==> src/include/l2_params.svh <==
`ifndef L2_PARAMS_SVH
`define L2_PARAMS_SVH

// Line address width, one line is the unit of transfer
`define L2_ADDR_W 28

// Bits per cache line
`define L2_LINE_W 128

// Direct mapped, one line per set
`define L2_INDEX_W 5

// Upper part of the line address
`define L2_TAG_W 23

`define L2_SETS 32

`endif

==> src/hw/l2_pkg.sv <==
`include "l2_params.svh"

package l2_pkg;

    typedef logic [`L2_ADDR_W-1:0]  line_addr_t;
    typedef logic [`L2_LINE_W-1:0]  line_data_t;
    typedef logic [`L2_INDEX_W-1:0] set_index_t;
    typedef logic [`L2_TAG_W-1:0]   line_tag_t;

    // Request from an L1 port, held until ready
    typedef struct packed {
        logic       read;
        logic       write;
        line_addr_t addr;
        line_data_t wdata;
    } l2_req_t;

    // Command on the external memory bus
    typedef struct packed {
        logic       read;
        logic       write;
        line_addr_t addr;
        line_data_t wdata;
    } mem_req_t;

    typedef struct packed {
        logic       rd;
        logic       wr;
        set_index_t index;
        line_tag_t  tag;
        logic       dirty;
        line_data_t data;
    } array_req_t;

    // Lookup result, one cycle after rd
    typedef struct packed {
        logic       hit;
        logic       valid;
        logic       dirty;
        line_tag_t  tag;
        line_data_t data;
    } array_rsp_t;

    typedef enum logic [2:0] {
        IDLE,
        LOOKUP,
        WRITEBACK,
        ALLOCATE,
        FILL,
        RESPOND
    } port_state_e;

endpackage

==> src/hw/l2_tag_data_array.sv <==
`timescale 1ns/1ps

`include "l2_params.svh"

module l2_tag_data_array (
    input  logic                   clk,
    input  logic                   proc_reset,
    input  l2_pkg::array_req_t     req_i,
    output l2_pkg::array_rsp_t     rsp_o,
    input  l2_pkg::line_tag_t      lookup_tag_i
);

    logic [`L2_SETS-1:0] valid_q;
    logic [`L2_SETS-1:0] dirty_q;

    l2_pkg::line_tag_t  tag_mem  [`L2_SETS];
    l2_pkg::line_data_t data_mem [`L2_SETS];

    // Registered read port
    logic               rd_valid_q;
    logic               rd_dirty_q;
    l2_pkg::line_tag_t  rd_tag_q;
    l2_pkg::line_data_t rd_data_q;
    l2_pkg::line_tag_t  cmp_tag_q;

    always_ff @(posedge clk) begin
        if (proc_reset) begin
            valid_q <= '0;
            dirty_q <= '0;
        end else if (req_i.wr) begin
            valid_q[req_i.index] <= 1'b1;
            dirty_q[req_i.index] <= req_i.dirty;
        end
    end

    always_ff @(posedge clk) begin
        if (req_i.wr) begin
            tag_mem[req_i.index]  <= req_i.tag;
            data_mem[req_i.index] <= req_i.data;
        end
    end

    always_ff @(posedge clk) begin
        if (proc_reset) begin
            rd_valid_q <= 1'b0;
            rd_dirty_q <= 1'b0;
        end else if (req_i.rd) begin
            rd_valid_q <= valid_q[req_i.index];
            rd_dirty_q <= dirty_q[req_i.index];
        end
    end

    always_ff @(posedge clk) begin
        if (req_i.rd) begin
            rd_tag_q  <= tag_mem[req_i.index];
            rd_data_q <= data_mem[req_i.index];
            cmp_tag_q <= lookup_tag_i;
        end
    end

    always_comb begin
        rsp_o.valid = rd_valid_q;
        rsp_o.dirty = rd_dirty_q;
        rsp_o.tag   = rd_tag_q;
        rsp_o.data  = rd_data_q;
        rsp_o.hit   = rd_valid_q && (rd_tag_q == cmp_tag_q);
    end

endmodule

==> config.mk <==
export PLATFORM = sky130hd
export DESIGN_NAME = l2_tag_data_array
export DESIGN_NICKNAME = d
export VERILOG_FILES = /design/src/hw/l2_pkg.sv /design/src/hw/l2_tag_data_array.sv
export VERILOG_INCLUDE_DIRS = /design/src /design/src/include
export SDC_FILE = /design/constraint.sdc
export NUM_CORES = 2
export LEC_CHECK = 0
export BUFFER_PORTS_ARGS = -buffer_cell sky130_fd_sc_hd__buf_2
export CAP_MARGIN = 5
export CORE_UTILIZATION = 30
export CTS_CLUSTER_DIAMETER = 120
export DETAILED_ROUTE_END_ITERATION = 16
export GPL_TIMING_DRIVEN = 1
export PLACE_DENSITY = 0.42
export SYNTH_ARGS = -nofsm -noshare
export SYNTH_HDL_FRONTEND = slang
export SYNTH_MEMORY_MAX_BITS = 65536
export SYNTH_SLANG_ARGS = --single-unit
==> constraint.sdc <==
create_clock -name clk -period 10.65 [get_ports clk]
set_clock_uncertainty 0.1 [all_clocks]
set_input_delay 1.5975 -clock clk [delete_from_list [all_inputs] [get_ports clk]]
set_output_delay 1.5975 -clock clk [all_outputs]
set_load 0.02 [all_outputs]
==> impl_metrics.yaml <==
layout:
  final_cells: 17200
  final_common_cell: "edfxtp_1"
  drive_gt1_share_pct: 28.6
  synthToLayoutAreaGrowth_pct: 16.2
  fin_nets: 8592
  fill_cells: 57500
  layout_common_cells: "edfxtp_1 (5,006), mux4_2 (1,224), a22oi_1 (608)"
setup_path:
  critPathSlowestCell: "buf_4"
  cp-start-kind: "primary input"
  path_cells: "buf_12 -> buf_12 -> buf_4 -> buf_4 -> mux4_2 -> a22oi_1 -> nand4_1"
  crit_arrival_ns: 5.81
  path_class: "primary input to flip-flop"
  crit_family: "buffers and inverters"
  rrSetupSlack_ns: 8.51
  crit_fanout: 95
  critical-path-max-stage-delay_ns: 0.88
  critPathRequiredTime_ns: 11.36
  cp.buffers_inverters: 4
  worstSetupEndpointType: "flip-flop"
cts:
  htreeDepth: 6
  tritoncts: "built"
  cts.sinks: 5072
  path_clk_slew_ns: 0.06
  clockBufferDepth: 4
  cts.hold.buffers_added: 0
  numCtsBuffers: 568
  ctsResizeCount: 0
  cts_setup_buffers: 0
  clock_latency_ns: 1.10
  cts.root.buffer_cell: "clkbuf_16"
synth:
  async_flop_share_pct: 0
  syn_inst: 7754
  yosysSeqAreaShare_pct: 80.6
  synth_top_area_share_pct: 79.9
  yosys_warnings: 0
  syn_nets: 7938
  synth_edf_count: 5006
  syn_area_per_cell_um2: 24.3
  syn_area_um2: 188000
  yosys_most_used_dff: "edfxtp_1"
  synth_area_leaders: "edfxtp_1 (80%), mux4_2 (15%), a22oi_1 (2.4%)"
  synth_cell_types: 30
  synth_seq_cells: 5072
  yosysTopAreaCell: "edfxtp_1"
global_route:
  grt_overflow: 0
  busiest_layer: "met2"
  grt_pass1_vias: 94600
  grtUsageMet2_pct: 32.3
  grt_first_pass_wirelength_mm: 813
  grtUsageTotal_pct: 18.5
  grtUsageMet1_pct: 24.7
  met3_usage_pct: 2.84
  grt_antenna_before_repair: 101
  grt_max_degree: 138
power_and_ir_drop:
  clock_power_share_pct: 43.8
  netSwitchingPower_mw: 9.57
  power.density_nw_per_um2: 198
  peakVddDrop_mv: 0.177
  seq_power_share_pct: 51.8
  intPower_mw: 33.6
  comb_power_share_pct: 4.4
  leakagePower_nw: 66.3
  swShare_pct: 22.2
drt:
  first_iter_violations: 9655
  route.detailed.drc: 0
  vias: 88900
  routed_wl_mm: 597
  antenna_left: 0
  routedWlPerCell_um: 34.7
  avgViaCountPerCell: 5.17
  dr.pass1.iters: 7
place:
  io_buffer_count: 337
  place_inst: 16200
  place.gp.congestion: 0.704
  hpwl_mm: 269
floorplan:
  ios: 338
  die_width_um: 794
  chipHeight_um: 794
  initial_core_util_pct: 30.1
  dieArea_um2: 630000
  rows: 290
  core_um2: 624000
status:
  violations: "slew limit"
  status: "complete, but fails checks"
timing:
  finalSetupTns_ns: 0
  setup_viol: 0
  min_period_ns: 5.10
  slew_headroom_pct: -3.93
  finalMaxSlewViolations: 44
  grt_setup_unrepaired: "no"
  fin_crit_sh_pct: 47.9
  hold_viol: 0
  fmax_ghz: 0.196
  worst_pin_slew_ns: 1.56
hold_path:
  min-delay-path-class: "flip-flop to flip-flop"
job:
  drv_cap: 0
## final timing paths
path	start	endpoint	depth (start not counted)
max	req_i[152]	rd_data_q[83]	7
min	valid_q[14]	valid_q[14]	2
max reg2reg	data_mem[11][19]	rd_data_q[19]	3
min reg2reg	valid_q[14]	valid_q[14]	2
## stage by stage
stage	area, µm²	setup slack (ns)	util, %	total power [mW]	hold slack (ns)
3_3_place_gp	201000	4.25	32.1	24.7	0.345
3_5_place_dp	201000	4.23	32.1	24.7	0.352
6_report	218000	5.55	35.0	43.2	0.368
5_1_grt	218000	5.22	35.0	44.5	0.396
4_1_cts	218000	5.35	35.0	43.7	0.365
2_1_floorplan	188000	1.01	-	23.8	0.335
## flip-flops by register name (all words and copies together), names as in the netlist
| name | flops |
|---|---|
| data_mem | 4096 |
| tag_mem | 736 |
| rd_data_q | 128 |
| dirty_q | 32 |
| valid_q | 32 |
| cmp_tag_q | 23 |
| rd_tag_q | 23 |
| rd_dirty_q | 1 |
| rd_valid_q | 1 |
## final cells by class
cell class                      instances  area (µm²)  area share (%)
Antenna cell                           22        55.1          0.0252
Clock buffer                          723       14900            6.84
Clock inverter                        283        2870            1.31
Inverter                                1        3.75         0.00172
Multi-Input combinational cell       2246       34700            15.9
Sequential cell                      5072      152000            69.4
Tap cell                             8322       10400            4.77
Timing Repair Buffer                  519        3900            1.79
## Yosys cell counts (4+ instances only)
cell,number
a21oi_1,32
a22oi_1,608
buf_1,43
buf_2,118
buf_4,44
buf_6,9
clkbuf_1,221
dfxtp_1,66
edfxtp_1,5006
mux4_2,1224
nand2_1,38
nand3b_1,6
nand4_1,156
nor2_1,101
nor4_1,4
o21ai_0,32
or3b_2,4
xnor2_1,7
xor2_1,16
## power by group through the flow
stage	Clock, mW	Sequential, mW	Combinational [mW]
after CTS	19.4	22.4	1.94
after detailed placement	0	22.8	1.94
after global routing	20.1	22.4	2.01
final	18.9	22.4	1.88
after floorplan	0	22.8	0.951
after global placement	0	22.8	1.91
## cells by family after synthesis
group                  share of synthesized area (%)
AO/OA/AOI/OAI                                   2.61
XOR/XNOR                                       0.107
buffers and inverters                           1.07
flip-flops                                      80.6
multiplexers                                    14.7
AND/OR/NAND/NOR                                0.904
## worst register-to-register path: cells and delay by family, from the launching register on
| kind | cells | cell delay [ns] |
|---|---|---|
| AND/OR/NAND/NOR | 1 | 0.42 |
| AO/OA/AOI/OAI | 1 | 0.42 |
| multiplexers | 1 | 0.47 |
| flip-flops | 1 | 0.35 |
## per-layer routing
metal / vias to the layer above / part of all wire (%) / wire length, µm
met5: - / 0.039 / 234
met4: 34 / 1.9 / 11500
met3: 774 / 5.3 / 31800
met2: 2725 / 51 / 303000
met1: 50100 / 42 / 251000
li1: 35200 / - / -
No activity file was read; power rests on OpenSTA's default activity.
