<file path="src/include/l2_params.svh">
`ifndef L2_PARAMS_SVH
`define L2_PARAMS_SVH

// Line address width, one line is the unit of transfer
`define L2_ADDR_W 28

// Bits per cache line
`define L2_LINE_W 128

// Direct mapped, one line per set
`define L2_INDEX_W 5

// Upper part of the line address
`define L2_TAG_W 23

`define L2_SETS 32

`endif

</file>
<file path="src/hw/l2_pkg.sv">
`include "l2_params.svh"

package l2_pkg;

    typedef logic [`L2_ADDR_W-1:0]  line_addr_t;
    typedef logic [`L2_LINE_W-1:0]  line_data_t;
    typedef logic [`L2_INDEX_W-1:0] set_index_t;
    typedef logic [`L2_TAG_W-1:0]   line_tag_t;

    // Request from an L1 port, held until ready
    typedef struct packed {
        logic       read;
        logic       write;
        line_addr_t addr;
        line_data_t wdata;
    } l2_req_t;

    // Command on the external memory bus
    typedef struct packed {
        logic       read;
        logic       write;
        line_addr_t addr;
        line_data_t wdata;
    } mem_req_t;

    typedef struct packed {
        logic       rd;
        logic       wr;
        set_index_t index;
        line_tag_t  tag;
        logic       dirty;
        line_data_t data;
    } array_req_t;

    // Lookup result, one cycle after rd
    typedef struct packed {
        logic       hit;
        logic       valid;
        logic       dirty;
        line_tag_t  tag;
        line_data_t data;
    } array_rsp_t;

    typedef enum logic [2:0] {
        IDLE,
        LOOKUP,
        WRITEBACK,
        ALLOCATE,
        FILL,
        RESPOND
    } port_state_e;

endpackage

</file>
<file path="src/hw/l2_port_ctrl.sv">
`timescale 1ns/1ps

`include "l2_params.svh"

module l2_port_ctrl (
    input  logic                clk,
    input  logic                proc_reset,
    input  l2_pkg::l2_req_t     l1_req_i,
    output l2_pkg::line_data_t  l1_rdata_o,
    output logic                l1_ready_o,
    output logic                want_o,
    input  logic                grant_i,
    output l2_pkg::array_req_t  array_req_o,
    output l2_pkg::line_tag_t   lookup_tag_o,
    input  l2_pkg::array_rsp_t  array_rsp_i,
    output l2_pkg::mem_req_t    mem_req_o,
    input  l2_pkg::line_data_t  mem_rdata_i,
    input  logic                mem_ready_i
);

    l2_pkg::port_state_e state_q;
    l2_pkg::port_state_e state_d;

    // Second cycle of LOOKUP, array response is valid
    logic               looked_q;
    // Blocks want for one cycle after a response
    logic               done_q;
    l2_pkg::line_data_t line_q;
    l2_pkg::line_tag_t  victim_tag_q;

    l2_pkg::set_index_t req_index;
    l2_pkg::line_tag_t  req_tag;
    logic               req_active;
    logic               hit_ready;
    logic               victim_capture;

    assign req_index  = l1_req_i.addr[`L2_INDEX_W-1:0];
    assign req_tag    = l1_req_i.addr[`L2_ADDR_W-1:`L2_INDEX_W];
    assign req_active = l1_req_i.read || l1_req_i.write;

    assign victim_capture = (state_q == l2_pkg::LOOKUP) && looked_q && !array_rsp_i.hit;

    always_comb begin
        state_d   = state_q;
        want_o    = 1'b1;
        hit_ready = 1'b0;

        array_req_o       = '0;
        array_req_o.index = req_index;
        array_req_o.tag   = req_tag;
        array_req_o.data  = l1_req_i.wdata;

        mem_req_o       = '0;
        mem_req_o.addr  = l1_req_i.addr;
        mem_req_o.wdata = line_q;

        case (state_q)
            l2_pkg::IDLE: begin
                want_o = req_active && !done_q;
                if (req_active && !done_q && grant_i) begin
                    state_d = l2_pkg::LOOKUP;
                end
            end

            l2_pkg::LOOKUP: begin
                if (!looked_q) begin
                    array_req_o.rd = 1'b1;
                end else if (array_rsp_i.hit) begin
                    // Hit, a write only needs the dirty update
                    hit_ready         = 1'b1;
                    array_req_o.wr    = l1_req_i.write;
                    array_req_o.dirty = 1'b1;
                    state_d           = l2_pkg::IDLE;
                end else if (array_rsp_i.valid && array_rsp_i.dirty) begin
                    state_d = l2_pkg::WRITEBACK;
                end else begin
                    state_d = l2_pkg::ALLOCATE;
                end
            end

            l2_pkg::WRITEBACK: begin
                mem_req_o.write = 1'b1;
                mem_req_o.addr  = {victim_tag_q, req_index};
                if (mem_ready_i) begin
                    state_d = l2_pkg::ALLOCATE;
                end
            end

            l2_pkg::ALLOCATE: begin
                mem_req_o.read = 1'b1;
                if (mem_ready_i) begin
                    state_d = l2_pkg::FILL;
                end
            end

            l2_pkg::FILL: begin
                array_req_o.wr    = 1'b1;
                array_req_o.dirty = l1_req_i.write;
                array_req_o.data  = line_q;
                state_d           = l2_pkg::RESPOND;
            end

            l2_pkg::RESPOND: begin
                state_d = l2_pkg::IDLE;
            end

            default: begin
                state_d = l2_pkg::IDLE;
            end
        endcase
    end

    always_ff @(posedge clk) begin
        if (proc_reset) begin
            state_q  <= l2_pkg::IDLE;
            looked_q <= 1'b0;
            done_q   <= 1'b0;
            line_q   <= '0;
        end else begin
            state_q  <= state_d;
            looked_q <= (state_q == l2_pkg::LOOKUP) && !looked_q;
            done_q   <= l1_ready_o;
            if (victim_capture) begin
                line_q <= array_rsp_i.data;
            end else if ((state_q == l2_pkg::ALLOCATE) && mem_ready_i) begin
                // Write miss fills with the L1 line instead
                line_q <= l1_req_i.write ? l1_req_i.wdata : mem_rdata_i;
            end
        end
    end

    always_ff @(posedge clk) begin
        if (victim_capture) begin
            victim_tag_q <= array_rsp_i.tag;
        end
    end

    assign lookup_tag_o = req_tag;
    assign l1_ready_o   = hit_ready || (state_q == l2_pkg::RESPOND);
    assign l1_rdata_o   = hit_ready ? array_rsp_i.data : line_q;

endmodule

</file>
<file path="config.mk">
export PLATFORM = sky130hd
export DESIGN_NAME = l2_port_ctrl
export DESIGN_NICKNAME = d
export VERILOG_FILES = /design/src/hw/l2_pkg.sv /design/src/hw/l2_port_ctrl.sv
export VERILOG_INCLUDE_DIRS = /design/src /design/src/include
export SDC_FILE = /design/constraint.sdc
export NUM_CORES = 1
export LEC_CHECK = 0
export BUFFER_PORTS_ARGS = -buffer_cell sky130_fd_sc_hd__buf_2
export CAP_MARGIN = 20
export CORE_AREA = 2 2 356 358
export DETAILED_ROUTE_END_ITERATION = 16
export DIE_AREA = 0 0 358 360
export GPL_TIMING_DRIVEN = 0
export HOLD_SLACK_MARGIN = 0.1
export PLACE_DENSITY = 0.32
export RECOVER_POWER = 100
export SLEW_MARGIN = 10
export SYNTH_ARGS = -nofsm -noshare
export SYNTH_HDL_FRONTEND = slang
export SYNTH_SLANG_ARGS = --single-unit
export TNS_END_PERCENT = 50
</file>
<file path="constraint.sdc">
create_clock -name clk -period 2.8 [get_ports clk]
set_input_delay 0.7 -clock clk [delete_from_list [all_inputs] [get_ports clk]]
set_output_delay 0.7 -clock clk [all_outputs]
set_load 0.05 [all_outputs]
</file>
==> results by group <==
Detailed routing
  – DR WL/cell: 26.55 um
  – Final WL: 100700 um
  – Vias: ~14000
  – Via density: roughly 3.6
  – Drt pass-1 iters: 5
  – Post-detailed-route count of antenna-violating nets: 0
  – DRC: 0
  – Initial DRC Count: 788

Status
  – Failing checks: setup timing
  – Outcome: complete, but fails checks

Clock tree
  – Root Buffer: clkbuf_16
  – Clk buf depth: 2
  – Clock latency on the worst-skew pair: about 0.54 ns
  – # H-tree levels: 4
  – Clock net sink count: around 160
  – Reg clk slew, reported paths: 0.08 ns
  – CTS buffer count: 17
  – TritonCTS clock tree: yes

Placed design
  – IO buf count: 906
  – DP Cell Count: 3706
  – GPL Wtd Cong: between 0.8 and 0.9
  – Post-placement setup slack: -1.491 ns
  – Hpwl dp: about 81000 um

Layout
  – Final net count: 2568
  – Synth-to-layout area growth: 92.50%
  – Share of post-route cells with drive strength above 1: 61.33%
  – Fill count: 14210
  – Final Non-Filler Cells: 3791

Timing
  – RSZ-0062 raised after global routing: true
  – Max transition margin: 17.89%
  – Worst Tran Pin Value: approximately 1.2 ns
  – Pins Over Slew Limit: 0
  – Layout Skew: 0.01259 ns
  – Crit share post-route: 109.6%
  – Fmax: 325.8 MHz
  – Final hold viol count: 0
  – Final hold slack: 0.3289 ns
  – Final TNS setup: -39.83 ns
  – Setup violations, final: 276
  – PnR worst setup slack: -0.2698 ns
  – Period minus WS final: ~3.1 ns

Min path
  – Worst hold path type: input pin to flop

Logic synthesis
  – Commonest cells post-synth: mux2_2, nor2_1, dfxtp_1
  – Mapped cell area: 0.01165 sq mm
  – Mapped Cells: 1148
  – Synth cell types: 31
  – Sequential-to-total area share from yosys stat: between 20% and 30%
  – Synth Net Count: 1592
  – Number of flops mapped to enable cells by yosys: 23
  – Ys flop type: dfxtp_1
  – Ys async rst share: 0%
  – Ys Warns: 0
  – Synthesized flop and latch total: 156
  – Yosys top cell area share: 26.96%
  – Syn avg cell area: 10.15 sq um
  – Leading post-synthesis cells by cell area: mux2_2, dfxtp_1, a221oi_2, mux2i_1, nor2_1
  – Top-count cell post-synth: mux2_2
  – Cell taking the most area after synthesis: mux2_2

Floorplan
  – Initial Util: under 10%
  – Die Height: roughly 360 um
  – Row Count: 130
  – Core area: 0.1249 sq mm
  – Die width: 358 um
  – DIE AREA: 0.1289 sq mm
  – Ports: ~910

Global route
  – Vias in the first global route: approximately 14000
  – Initial antenna violation count: 21
  – Global-route wire length before repair: 128100 um
  – GRT overflow: 0
  – Largest net degree at the start of global routing: 28
  – GRT Overall Usage: 14.88%

Critical path
  – Worst path arrival time: roughly 2.4 ns
  – Setup crit end kind: primary output
  – Worst EP required: between 2 and 2.5 ns
  – Startpoint types: flop
  – CP max FO: 5
  – WS Path Type: flop to primary output

Power
  – Max VDD drop: 0.5637 mV
  – Pleak: 0.009833 uW
  – Power per standard cell area: 445.4 mW/mm^2
  – Tot Pwr: around 10000 uW

Run
  – Max_cap viols: 0
[per-stage QoR]
step | area [sq um] | util [%]
after floorplan | 11650 | -
after global placement | 18250 | 14.61
after detailed placement | 18280 | 14.64
after CTS | 21500 | 17.21
after global routing | 22430 | 17.95
final | 22430 | 17.96
[critical path, stage by stage (launching register included)]
cell and delay, ns:
dfxtp_2 0.34, nand2b_4 0.15, nor3_4 0.18, buf_6 0.15
buf_16 0.15, buf_12 0.17, buf_16 0.18, mux2_4 0.33
buf_8 0.15
[registers in the layout, indices dropped and copies added (netlist names)]
register,count
done_q,1
state_q,3
victim_tag_q,23
line_q,128
looked_q,1
[area by class of cell]
| class | instances | area, sq um | area share, % |
|---|---|---|---|
| multi-input combinational | 827 | 7979 | 35.57 |
| timing repair buffer | 964 | 7072 | 31.52 |
| sequential | 156 | 3366 | 15.00 |
| tap | 1650 | 2064 | 9.203 |
| buffer | 155 | 1300 | 5.795 |
| clock buffer | 21 | 493.0 | 2.198 |
| clock inverter | 10 | 135.1 | 0.6024 |
| antenna | 5 | 12.51 | 0.05578 |
| inverter | 3 | 11.26 | 0.05020 |
[cell families after synthesis]
| group | count (synthesis) | synth area share (%) |
|---|---|---|
| DFF | 156 | 28.77 |
| muxes | 409 | 38.13 |
| AOI/OAI and AO/OA | 139 | 15.11 |
| and+or+nand+nor | 279 | 9.448 |
| buffers and inverters | 165 | 8.546 |
[repair_timing]
item / CTS / global route
gates resized for setup: 554 / 387
setup endpoints to repair: 289 / 315
hold buffers: 0 / 0
buffers inserted: 39 / 4
pin swaps: 4 / 3
cloned: 10 / 8
[layout by cell type, fill, tap and decap left out, types with 5 or more instances in the layout]
master / n
a221oi_1: 45
buf_12: 41
clkbuf_2: 8
edfxtp_1: 23
clkbuf_16: 27
buf_6: 113
buf_2: 530
nor2_1: 261
dfxtp_1: 129
mux2_2: 98
mux2_4: 181
diode_2: 5
buf_16: 9
clkbuf_1: 212
a221oi_2: 83
buf_8: 114
mux2i_1: 130
buf_4: 81
[where the power goes]
| group | internal, uW | switching [uW] |
|---|---|---|
| Clock | 1520 | 1230 |
| Combinational | 1750 | 2960 |
| Sequential | 2390 | 151 |
| Total | 5660 | 4340 |
[layer usage]
metal,GRT usage [%],wire length (um),vias up
met5,0,60,-
met4,3.101,1244,8
met3,2.991,5712,67
met2,25.02,48100,643
met1,19.50,45550,6684
li1,-,-,6171
[worst paths after layout]
check | depth (start not counted) | slack (ns) | endpoint | from
setup reg to reg | 9 | 0.13 | line_q[124] | state_q[0]
hold reg to reg | 2 | 0.57 | line_q[36] | line_q[36]
hold / removal | 1 | 0.33 | victim_tag_q[22] | array_rsp_i[150]
setup / recovery | 8 | -0.27 | l1_rdata_o[125] | state_q[2]
Power figures use the tool's default switching activity.
