[src/hw/l2_port_arbiter.sv]
`timescale 1ns/1ps

module l2_port_arbiter (
    input  logic       clk,
    input  logic       proc_reset,
    input  logic [1:0] want_i,
    output logic [1:0] grant_o
);

    logic [1:0] grant_q;
    logic [1:0] grant_d;
    // Requester that got the last new grant
    logic       last_q;

    always_comb begin
        grant_d = 2'b00;
        if (grant_q[0] && want_i[0]) begin
            grant_d = 2'b01;
        end else if (grant_q[1] && want_i[1]) begin
            grant_d = 2'b10;
        end else if (want_i == 2'b11) begin
            // Both waiting, favour the one not served last
            grant_d = last_q ? 2'b01 : 2'b10;
        end else begin
            grant_d = want_i;
        end
    end

    always_ff @(posedge clk) begin
        if (proc_reset) begin
            grant_q <= 2'b00;
            last_q  <= 1'b1;
        end else begin
            grant_q <= grant_d;
            if (grant_d != 2'b00) begin
                last_q <= grant_d[1];
            end
        end
    end

    assign grant_o = grant_q;

endmodule

[config.mk]
export PLATFORM = sky130hd
export DESIGN_NAME = l2_port_arbiter
export DESIGN_NICKNAME = d
export VERILOG_FILES = /design/src/hw/l2_port_arbiter.sv
export SDC_FILE = /design/constraint.sdc
export NUM_CORES = 1
export LEC_CHECK = 0
export BUFFER_PORTS_ARGS = -buffer_cell sky130_fd_sc_hd__buf_2
export CAP_MARGIN = 25
export CELL_PAD_IN_SITES_DETAIL_PLACEMENT = 1
export CELL_PAD_IN_SITES_GLOBAL_PLACEMENT = 2
export CORE_AREA = 2 2 39 41
export DETAILED_ROUTE_END_ITERATION = 16
export DIE_AREA = 0 0 41 43
export PLACE_DENSITY_LB_ADDON = 0.1
export SYNTH_ARGS = -nofsm -noshare
export SYNTH_HDL_FRONTEND = slang
export SYNTH_SLANG_ARGS = --single-unit
[constraint.sdc]
create_clock -name clk -period 1.5 [get_ports clk]
set_input_delay 0.15 -clock clk [delete_from_list [all_inputs] [get_ports clk]]
set_output_delay 0.15 -clock clk [all_outputs]
set_load 0.03 [all_outputs]
==> results of run 1 <==
-- worst register-to-register path, stage by stage (launching register included) --
cell and delay [ns]:
dfxtp_1 0.32, inv_1 0.05, a21oi_2 0.18, a2bb2oi_1 0.16
-- sequential cells by signal, summed over array words and instances (netlist names) --
register  flops
grant_o       2
last_q        1
-- power breakdown --
group	internal (mW)	leakage, nW	switching, mW
clock	0.0999	0.0150	0.0439
sequential	0.0864	0.0250	0.00353
combinational	0.0126	0.0565	0.0181
total	0.199	0.0964	0.0656
-- worst min path at each step --
stage | to | slack (ns) | cells past startpoint
final | grant_o[0] | 0.14 | 2
after global placement | grant_o[0] | 0.38 | 2
after global routing | grant_o[0] | 0.15 | 2
after CTS | grant_o[0] | 0.13 | 2
after detailed placement | grant_o[0] | 0.38 | 2
after floorplan | grant_o[0] | 0.24 | 1
-- metal layers --
layer  up-vias  track usage  wire length (um)
met4         0       0.1200                 0
met5         -            0                 0
met1        51      0.04459               107
met3         0            0                20
li1         58            -                 -
met2         4      0.06563               175
-- synth_stat cells --
cell type  instances  area [sq um]
a21oi_1            2         10.01
a21oi_2            1         8.760
a2bb2oi_1          1         8.760
dfxtp_1            3         60.06
inv_1              3         11.26
nand2_1            1         3.750
o211a_1            1         10.01
-- cells by family after synthesis --
group / Yosys count
buffers and inverters: 3
DFF: 3
AOI/OAI and AO/OA: 5
and+or+nand+nor: 1
-- stage by stage --
stage / worst slack [ns] / hold slack [ns]
global placement: 0.6931 / 0.3764
floorplan: 0.5474 / 0.2388
detailed placement: 0.7206 / 0.3810
finish: 0.5881 / 0.1408
global route: 0.5506 / 0.1523
CTS: 0.5643 / 0.1339
-- area by class of cell --
class / instances / share of cell area
Clock buffer: 4 / 0.1429
Multi-Input combinational cell: 6 / 0.2245
Tap cell: 16 / 0.1088
Timing Repair Buffer: 5 / 0.1361
Inverter: 3 / 0.06122
Sequential cell: 3 / 0.3265
==> results.md, run 1 <==
* Critical path type: reg -> out
* Antenna viol nets, final at 0
* Die area at 1763 sq um
* Number of diodes at 0
* Stages on worst setup path at 1
* Worst Setup SP: grant_o[0]
* Crit Path Max Fanout at 2
* Tightest Pin Transition at approximately 0.17 ns
* Nets at 26
* Reg2reg path depth at 3
* CP endpoint: grant_o[0]
* Power per cell area at between 1000 and 1500 nW/um^2
* Critical Path RT at between 1 and 1.5 ns
* Ys Warns at 0
* Fin crit period at 0.9119 ns
* Row count at 14
* Synthesis-stage register bit count at 3
* Most frequent cells in the layout: buf_2 (5), inv_1 (3), clkbuf_4 (3), dfxtp_1 (3), a21oi_1 (2)
* Maximum VDD drop at around 0.00018 V
* Placed Cells at 33
* Status: completed
* Remaining Overflow, GRT at 0
* Critical Path Max Stage Delay at between 0.3 and 0.4 ns
* Pin count of the biggest net entering global routing at 4
* Synth Area in Adders at 0
* Fmax at 1097 MHz
* Main combinational cell family by area after synthesis: compound AO/OA/AOI/OAI gates
* CP Capture Type: output pin
* Number of global-route vias before repair at 134
* Maxcap violations at 0
* Total GRT Usage at 0.05305
* Die Y at 43 um
* First-pass GRT wire length at 510 um
* Htree depth at 1
* Clock latency on the worst-skew pair at 0.24 ns
* Die width at roughly 41 um
* Routed Wire Length at around 300 um
* Worst Path Buf+Inv at 1
* Core Util, Final at 0.1329
* PortBufs at 5
* Vias per inst at 3.054
* Post-synthesis simple-gate area fraction at 0.03333
* Finished Layout Cells at 37
* Initial antenna violation count at 0
* Worst Hold Class: in -> reg
* Io pins at 6
* Total CTS buffers at 3
* Power Total at 0.2645 mW
* Worst Path Arrival at around 0.76 ns
* Startpoint of the lowest-slack register-to-register path: grant_o[1]
* Routability Congestion at approximately 0.59
* CTS tree: yes
* CTS Sinks at 3
* Compound-Gate Fraction of Synth Area at 0.3333
* Area delta synth->final at 63.33%
* Commonest non-fill, non-tap cell in the layout: buf_2
* Wire per inst at 8.189 um
* Final Hold Viols at 0
* # fillers at between 150 and 200
* XOR/XNOR share of the synthesized area at 0
* Synth Cell Area at approximately 110 sq um
* Core ar. at ~1400 sq um
* Area after DPL at 157.7 sq um
* Vias at between 100 and 150
* RSZ-0062 raised after global routing: false
* Final setup viols at 0
* Layout cells sized above 1 at 0.4286
* Fin. max-slew vios at 0
* Critical path's slowest cell: dfxtp_1
* Clock transition at the registers of the reported paths at ~0.03 ns
* Startpoint Class: flop
* Top Family by Delay on Critical Path: flip-flops
* Mean Syn Cell Area at ~9.4 sq um
* Setup Skew at around 0.0072 ns
* Mux share of post-synthesis cell area at 0
* Seq/Total Area, Yosys at 0.5333
* Syn nets at 16
* RR Endpoint: last_q
* Leakage power at approximately 0.096 nW
* Drt drc at 0
* Starting density of the core at 0.08137
* Final worst path period share at 0.6079
* Worst path cell trace: buf_2
* 1st-iter DRT viols at 1
* Max-slew headroom at 0.8893
* Clk root buf: clkbuf_4
* Synth unique cells at 7
* TNS Setup at 0 ns
* CTS Buffer Depth at 2
* Reg area at 60.06 sq um
* First drt pass iteration count at 3
* Origin of the worst min-delay path: want_i[1]
* Multi-input logic area at 41.29 sq um
* Reg2Reg Setup Slack at between 0.7 and 0.8 ns
* Cts hold-fix bufs at 0
* Syn Inst Count at 12
* Final instance area at 183.9 sq um
* Post-CTS sizing at 0
* Setup bufs post-CTS at 0
No activity file was read; power rests on OpenSTA's default activity.
==> run 2, diff against run 1 <==
- clock period: 1.5 -> 0.92 ns (I/O delays scaled with it)
==> run 2 against run 1 <==
Die area is the same. Via count grew 8.8%. Total power grew 65%. Global-route usage shrank 0.095 points. Critical path type unchanged. Sequential share of layout area grew 0.45 points. Largest cell class unchanged. Cell count is the same. Sequential power grew 63%. Highest routed layer is now met4. Wire length shrank 1.3%. Register-to-register slack lost 0.58 ns.
==> results.md, run 2 (synthesized netlist as in run 1, its figures left out) <==
* Setup Skew at approximately 0.0034 ns
* Nets at 26
* Maximum VDD drop at 0.0003260 V
* Critical path type: reg -> out
* CTS tree: yes
* Most frequent cells in the layout: buf_2 (5), inv_1 (3), clkbuf_4 (3), a21oi_1 (2), dfxtp_1 (2)
* Origin of the worst min-delay path: want_i[1]
* Worst Setup SP: grant_o[0]
* Row count at 14
* Drt drc at 0
* Reg area at between 60 and 70 sq um
* Final worst path period share at 0.9376
* Sw Pwr at 0.1101 mW
* Core ar. at 1384 sq um
* Number of diodes at 0
* Multi-input logic area at 41.29 sq um
* Sequential share of power at 0.339
* Die area at 1763 sq um
* First drt pass iteration count at 4
* Met2 wire len at approximately 140 um
* Detail Route met3 WL at 29 um
* Comb power frac at 0.114
* Status: completed
* Routability Congestion at about 0.6
* Clock power frac at 0.548
* Layout cells sized above 1 at 0.4762
* Area delta synth->final at 64.44%
* PortBufs at 5
* Clk root buf: clkbuf_4
* Clock transition at the registers of the reported paths at roughly 0.04 ns
* Total CTS buffers at 3
* Pin count of the biggest net entering global routing at 4
* Power per cell area at around 2400 nW/um^2
* Fin crit period at approximately 0.86 ns
* # fillers at 172
* Setup bufs post-CTS at 0
* Post-Place Worst Slack at 0.1452 ns
* Highest metal used: met4
* Tightest Pin Transition at between 0.15 and 0.2 ns
* Fin. max-slew vios at 0
* Die Y at ~43 um
* First-pass GRT wire length at approximately 480 um
* Top Family by Delay on Critical Path: flip-flops
* Maxcap violations at 0
* Worst Path Buf+Inv at 1
* Leakage power at between 0.09 and 0.1 nW
* Max-slew headroom at 0.8950
* TNS Setup at 0 ns
* Vias at ~120
* Routed Wire Length at 299 um
* CTS Sinks at 3
* Io pins at 6
* Worst Path Arrival at 0.77 ns
* Critical Path RT at 0.83 ns
* 1st-iter DRT viols at 1
* Final Hold Viols at 0
* RSZ-0062 raised after global routing: false
* Total GRT Usage at 0.05210
* Remaining Overflow, GRT at 0
* Number of global-route vias before repair at between 100 and 150
* Crit Path Max Fanout at 2
* Startpoint of the lowest-slack register-to-register path: grant_o[1]
* Antenna viol nets, final at 0
* WL met1 at around 100 um
* Final WS setup at approximately 0.057 ns
* Die width at between 40 and 50 um
* Worst Hold Class: in -> reg
* Pint at between 0.3 and 0.4 mW
* Initial antenna violation count at 0
* Commonest non-fill, non-tap cell in the layout: buf_2
* Cts hold-fix bufs at 0
* Vias per inst at between 3 and 4
* Starting density of the core at 0.08137
* Htree depth at 1
* Clock latency on the worst-skew pair at 0.24 ns
* CP Capture Type: output pin
* Final setup viols at 0
* Critical Path Max Stage Delay at 0.33 ns
* CTS Buffer Depth at 2
* Startpoint Class: flop
* Critical path's slowest cell: dfxtp_1
* Worst path cell trace: buf_2
* Sw frac at 0.2531
* Max reg flops at 2
* Post-CTS sizing at 0
* Fmax at around 1200 MHz
* Wire per inst at about 8.1 um
[run 2: cell counts in the layout (fill, tap and decap cells not counted)]
Identical to the previous run, type by type.
[run 2: routing by layer]
layer | track usage | up-vias
li1 | - | 57
met1 | 0.03514 | 54
met2 | 0.06250 | 9
met3 | 0.01571 | 3
met4 | 0.1200 | 0
met5 | 0 | -
[run 2: final timing paths]
path	endpoint	cells after the start	slack (ns)
min reg2reg	grant_o[0]	2	0.54
min	grant_o[0]	2	0.07
max reg2reg	last_q	3	0.14
max	grant_o[0]	1	0.06
[run 2: final cells by class]
cell class,instances,area share
clock buffers,4,0.1419
multi-input cells,6,0.2230
repair buffers,5,0.1351
well taps,16,0.1081
flip-flops and latches,3,0.3311
inverters,3,0.06081
[run 2: power by group through the flow]
stage / Combinational [mW] / Sequential (mW) / Clock [mW]
2_1_floorplan: 0.0217 / 0.160 / 0
3_3_place_gp: 0.0516 / 0.150 / 0
3_5_place_dp: 0.0499 / 0.150 / 0
4_1_cts: 0.0503 / 0.148 / 0.248
5_1_grt: 0.0540 / 0.149 / 0.256
6_report: 0.0495 / 0.147 / 0.238
[run 2: stage by stage]
stage / total power [mW] / hold slack [ns] / area (sq um) / instances / util
floorplan: 0.1816 / 0.1808 / 113.9 / 12 / -
global placement: 0.2014 / 0.3171 / 158.9 / 33 / 0.1148
detailed placement: 0.1998 / 0.3100 / 158.9 / 33 / 0.1148
CTS: 0.4457 / 0.05563 / 185.2 / 37 / 0.1338
global route: 0.4590 / 0.07403 / 185.2 / 37 / 0.1338
finish: 0.4352 / 0.06681 / 185.2 / 37 / 0.1338
==> run 3, diff against run 2 <==
- ABC_AREA: default -> 1
==> run 3 against run 2 <==
Core utilization up 1.5 points. Flip-flop and latch count unchanged. Highest routed layer is now met3. Non-clock buffer count up 1. Clock power down 3%. Global-route usage up 1.3 points. Combinational power up 46%. Hold slack worse by 0.024 ns. Cell count up 16%. Register-to-register slack worse by 0.04 ns.
==> results.md, run 3 <==
* CP endpoint: grant_o[1]
* Number of diodes at 0
* Vias per inst at roughly 3.5
* Max-slew headroom at 0.8715
* Number of global-route vias before repair at around 180
* Worst path cell trace: buf_4
* Post-synth top area share at 0.4898
* Crit Path Max Fanout at 3
* Die area at ~1800 sq um
* Fin crit period at about 0.85 ns
* Antenna viol nets, final at 0
* Vias at ~150
* Wire per inst at 9.442 um
* Routed Wire Length at about 400 um
* Max reg flops at 2
* Drt drc at 0
* Maxcap violations at 0
* Syn Inst Count at 17
* Synth Cell Area at 122.6 sq um
* Top cells by count, synth: nand2_1 (5), dfxtp_1 (3), inv_1 (2), nor2_1 (2)
* Cts hold-fix bufs at 0
* Compound-Gate Fraction of Synth Area at 0.05102
* Maximum VDD drop at approximately 0.00065 V
* Layout cells sized above 1 at 0.4444
* Seq/Total Area, Yosys at 0.4898
* Final hold slack at around 0.043 ns
* Core ar. at about 1400 sq um
* Htree depth at 1
* Critical path type: reg -> out
* PortBufs at 5
* Most frequent cells in the layout: nand2_1 (5), buf_2 (4), clkbuf_4 (3)
* Main combinational cell family by area after synthesis: simple AND/OR/NAND/NOR gates
* Ys Warns at 0
* Power per cell area at about 2200 nW/um^2
* Die Y at roughly 43 um
* Final Hold Viols at 0
* Routability Congestion at ~0.63
* TNS Setup at 0 ns
* RSZ-0062 raised after global routing: true
* Tightest Pin Transition at between 0.15 and 0.2 ns
* Syn nets at 21
* # fillers at between 150 and 200
* Top Family by Delay on Critical Path: flip-flops
* Critical Path RT at 0.83 ns
* EDFF count, synth at 0
* Final WS setup at around 0.069 ns
* First-pass GRT wire length at slightly below 700 um
* Critical Path Max Stage Delay at ~0.35 ns
* Stages on worst setup path at 1
* CTS Sinks at 3
* Fin. max-slew vios at 0
* Reg2Reg Setup Slack at roughly 0.1 ns
* Pin count of the biggest net entering global routing at 5
* Clock transition at the registers of the reported paths at around 0.04 ns
* First drt pass iteration count at 1
* CTS Buffer Depth at 2
* Worst Path Arrival at 0.76 ns
* Reg area at roughly 63 sq um
* Worst Hold Class: in -> reg
* Initial antenna violation count at 0
* Worst Setup SP: grant_o[1]
* Count leader, synth: nand2_1
* Mean Syn Cell Area at just over 7 sq um
* Status: completed
* RR Endpoint: last_q
* Final worst path period share at 0.9252
* Fmax at between 1000 and 1500 MHz
* Area delta synth->final at 68.37%
* Reg2reg path depth at 5
* Final setup viols at 0
* Async SR Flop Fraction at 0
* Post-Place Worst Slack at 0.1004 ns
* Startpoint Class: flop
* Synth Area in Adders at 0
* Startpoint of the lowest-slack register-to-register path: last_q
* Post-synthesis simple-gate area fraction at 0.3980
* Remaining Overflow, GRT at 0
* Row count at 14
* Power Total at 0.4558 mW
* 1st-iter DRT viols at 0
* Io pins at 6
* XOR/XNOR share of the synthesized area at 0
* Starting density of the core at 0.08861
* Setup Skew at around 0.0054 ns
* Leakage power at around 0.099 nW
* Mux share of post-synthesis cell area at 0
* Worst Path Buf+Inv at 1
* Clk root buf: clkbuf_4
* Commonest non-fill, non-tap cell in the layout: nand2_1
* Prevailing post-synth register cell: dfxtp_1
* Synthesis-stage register bit count at 3
* Total CTS buffers at 3
* Synth area leaders: dfxtp_1 (49%), nand2_1 (15%), inv_1 (6.1%)
* Die width at 41 um
* Yosys top cell by area: dfxtp_1
* CTS tree: yes
* Clock latency on the worst-skew pair at between 0.2 and 0.25 ns
* Synth unique cells at 9
* Total GRT Usage at 0.06513
* Critical path's slowest cell: dfxtp_1
* CP Capture Type: output pin
* Nets at 32
* Multi-input logic area at 55.05 sq um
==> run 3: how the worst min path moves through the flow <==
stage / cells past startpoint / start / slack [ns] / end
finish: 2 / proc_reset / 0.04 / grant_o[0]
detailed placement: 2 / proc_reset / 0.29 / grant_o[0]
CTS: 2 / proc_reset / 0.03 / grant_o[0]
floorplan: 1 / proc_reset / 0.15 / grant_o[0]
global route: 2 / proc_reset / 0.04 / grant_o[0]
global placement: 2 / proc_reset / 0.30 / grant_o[0]
==> run 3: metal layers <==
metal  routed length [um]  vias to the layer above  global-route usage
li1                     -                       76                   -
met1                  144                       72             0.04792
met2                  232                        3             0.09375
met3                   29                        0             0.05759
met4                    0                        0             0.06000
met5                    0                        -                   0
==> run 3: cell type report <==
type                    instances  area share
multi-input cells              12      0.2667
well taps                      16     0.09697
clock buffers                   4      0.1273
inverters                       2     0.03636
repair buffers                  6      0.1697
flip-flops and latches          3      0.3030
==> run 3: timing repair <==
action                                  4_1_cts  5_1_grt
endpoints found under the setup margin        0        2
setup buffers                                 0        1
gates resized for setup                       0        3
==> run 3: cell families after synthesis <==
family | after synthesis
and+or+nand+nor | 11
DFF | 3
buffers and inverters | 2
AOI/OAI and AO/OA | 1
==> run 3: per-stage QoR <==
| stage | area (sq um) | util | cells |
|---|---|---|---|
| finish | 206.4 | 0.1492 | 43 |
| global placement | 168.9 | 0.1221 | 38 |
| floorplan | 123.9 | - | 17 |
| detailed placement | 168.9 | 0.1221 | 38 |
| CTS | 195.2 | 0.1410 | 42 |
| global route | 206.4 | 0.1492 | 43 |
==> run 3: power by group <==
part	internal [mW]	leakage, nW	switching [mW]
clock network	0.163	0.0150	0.0687
registers	0.145	0.0249	0.00777
logic	0.0293	0.0588	0.0429
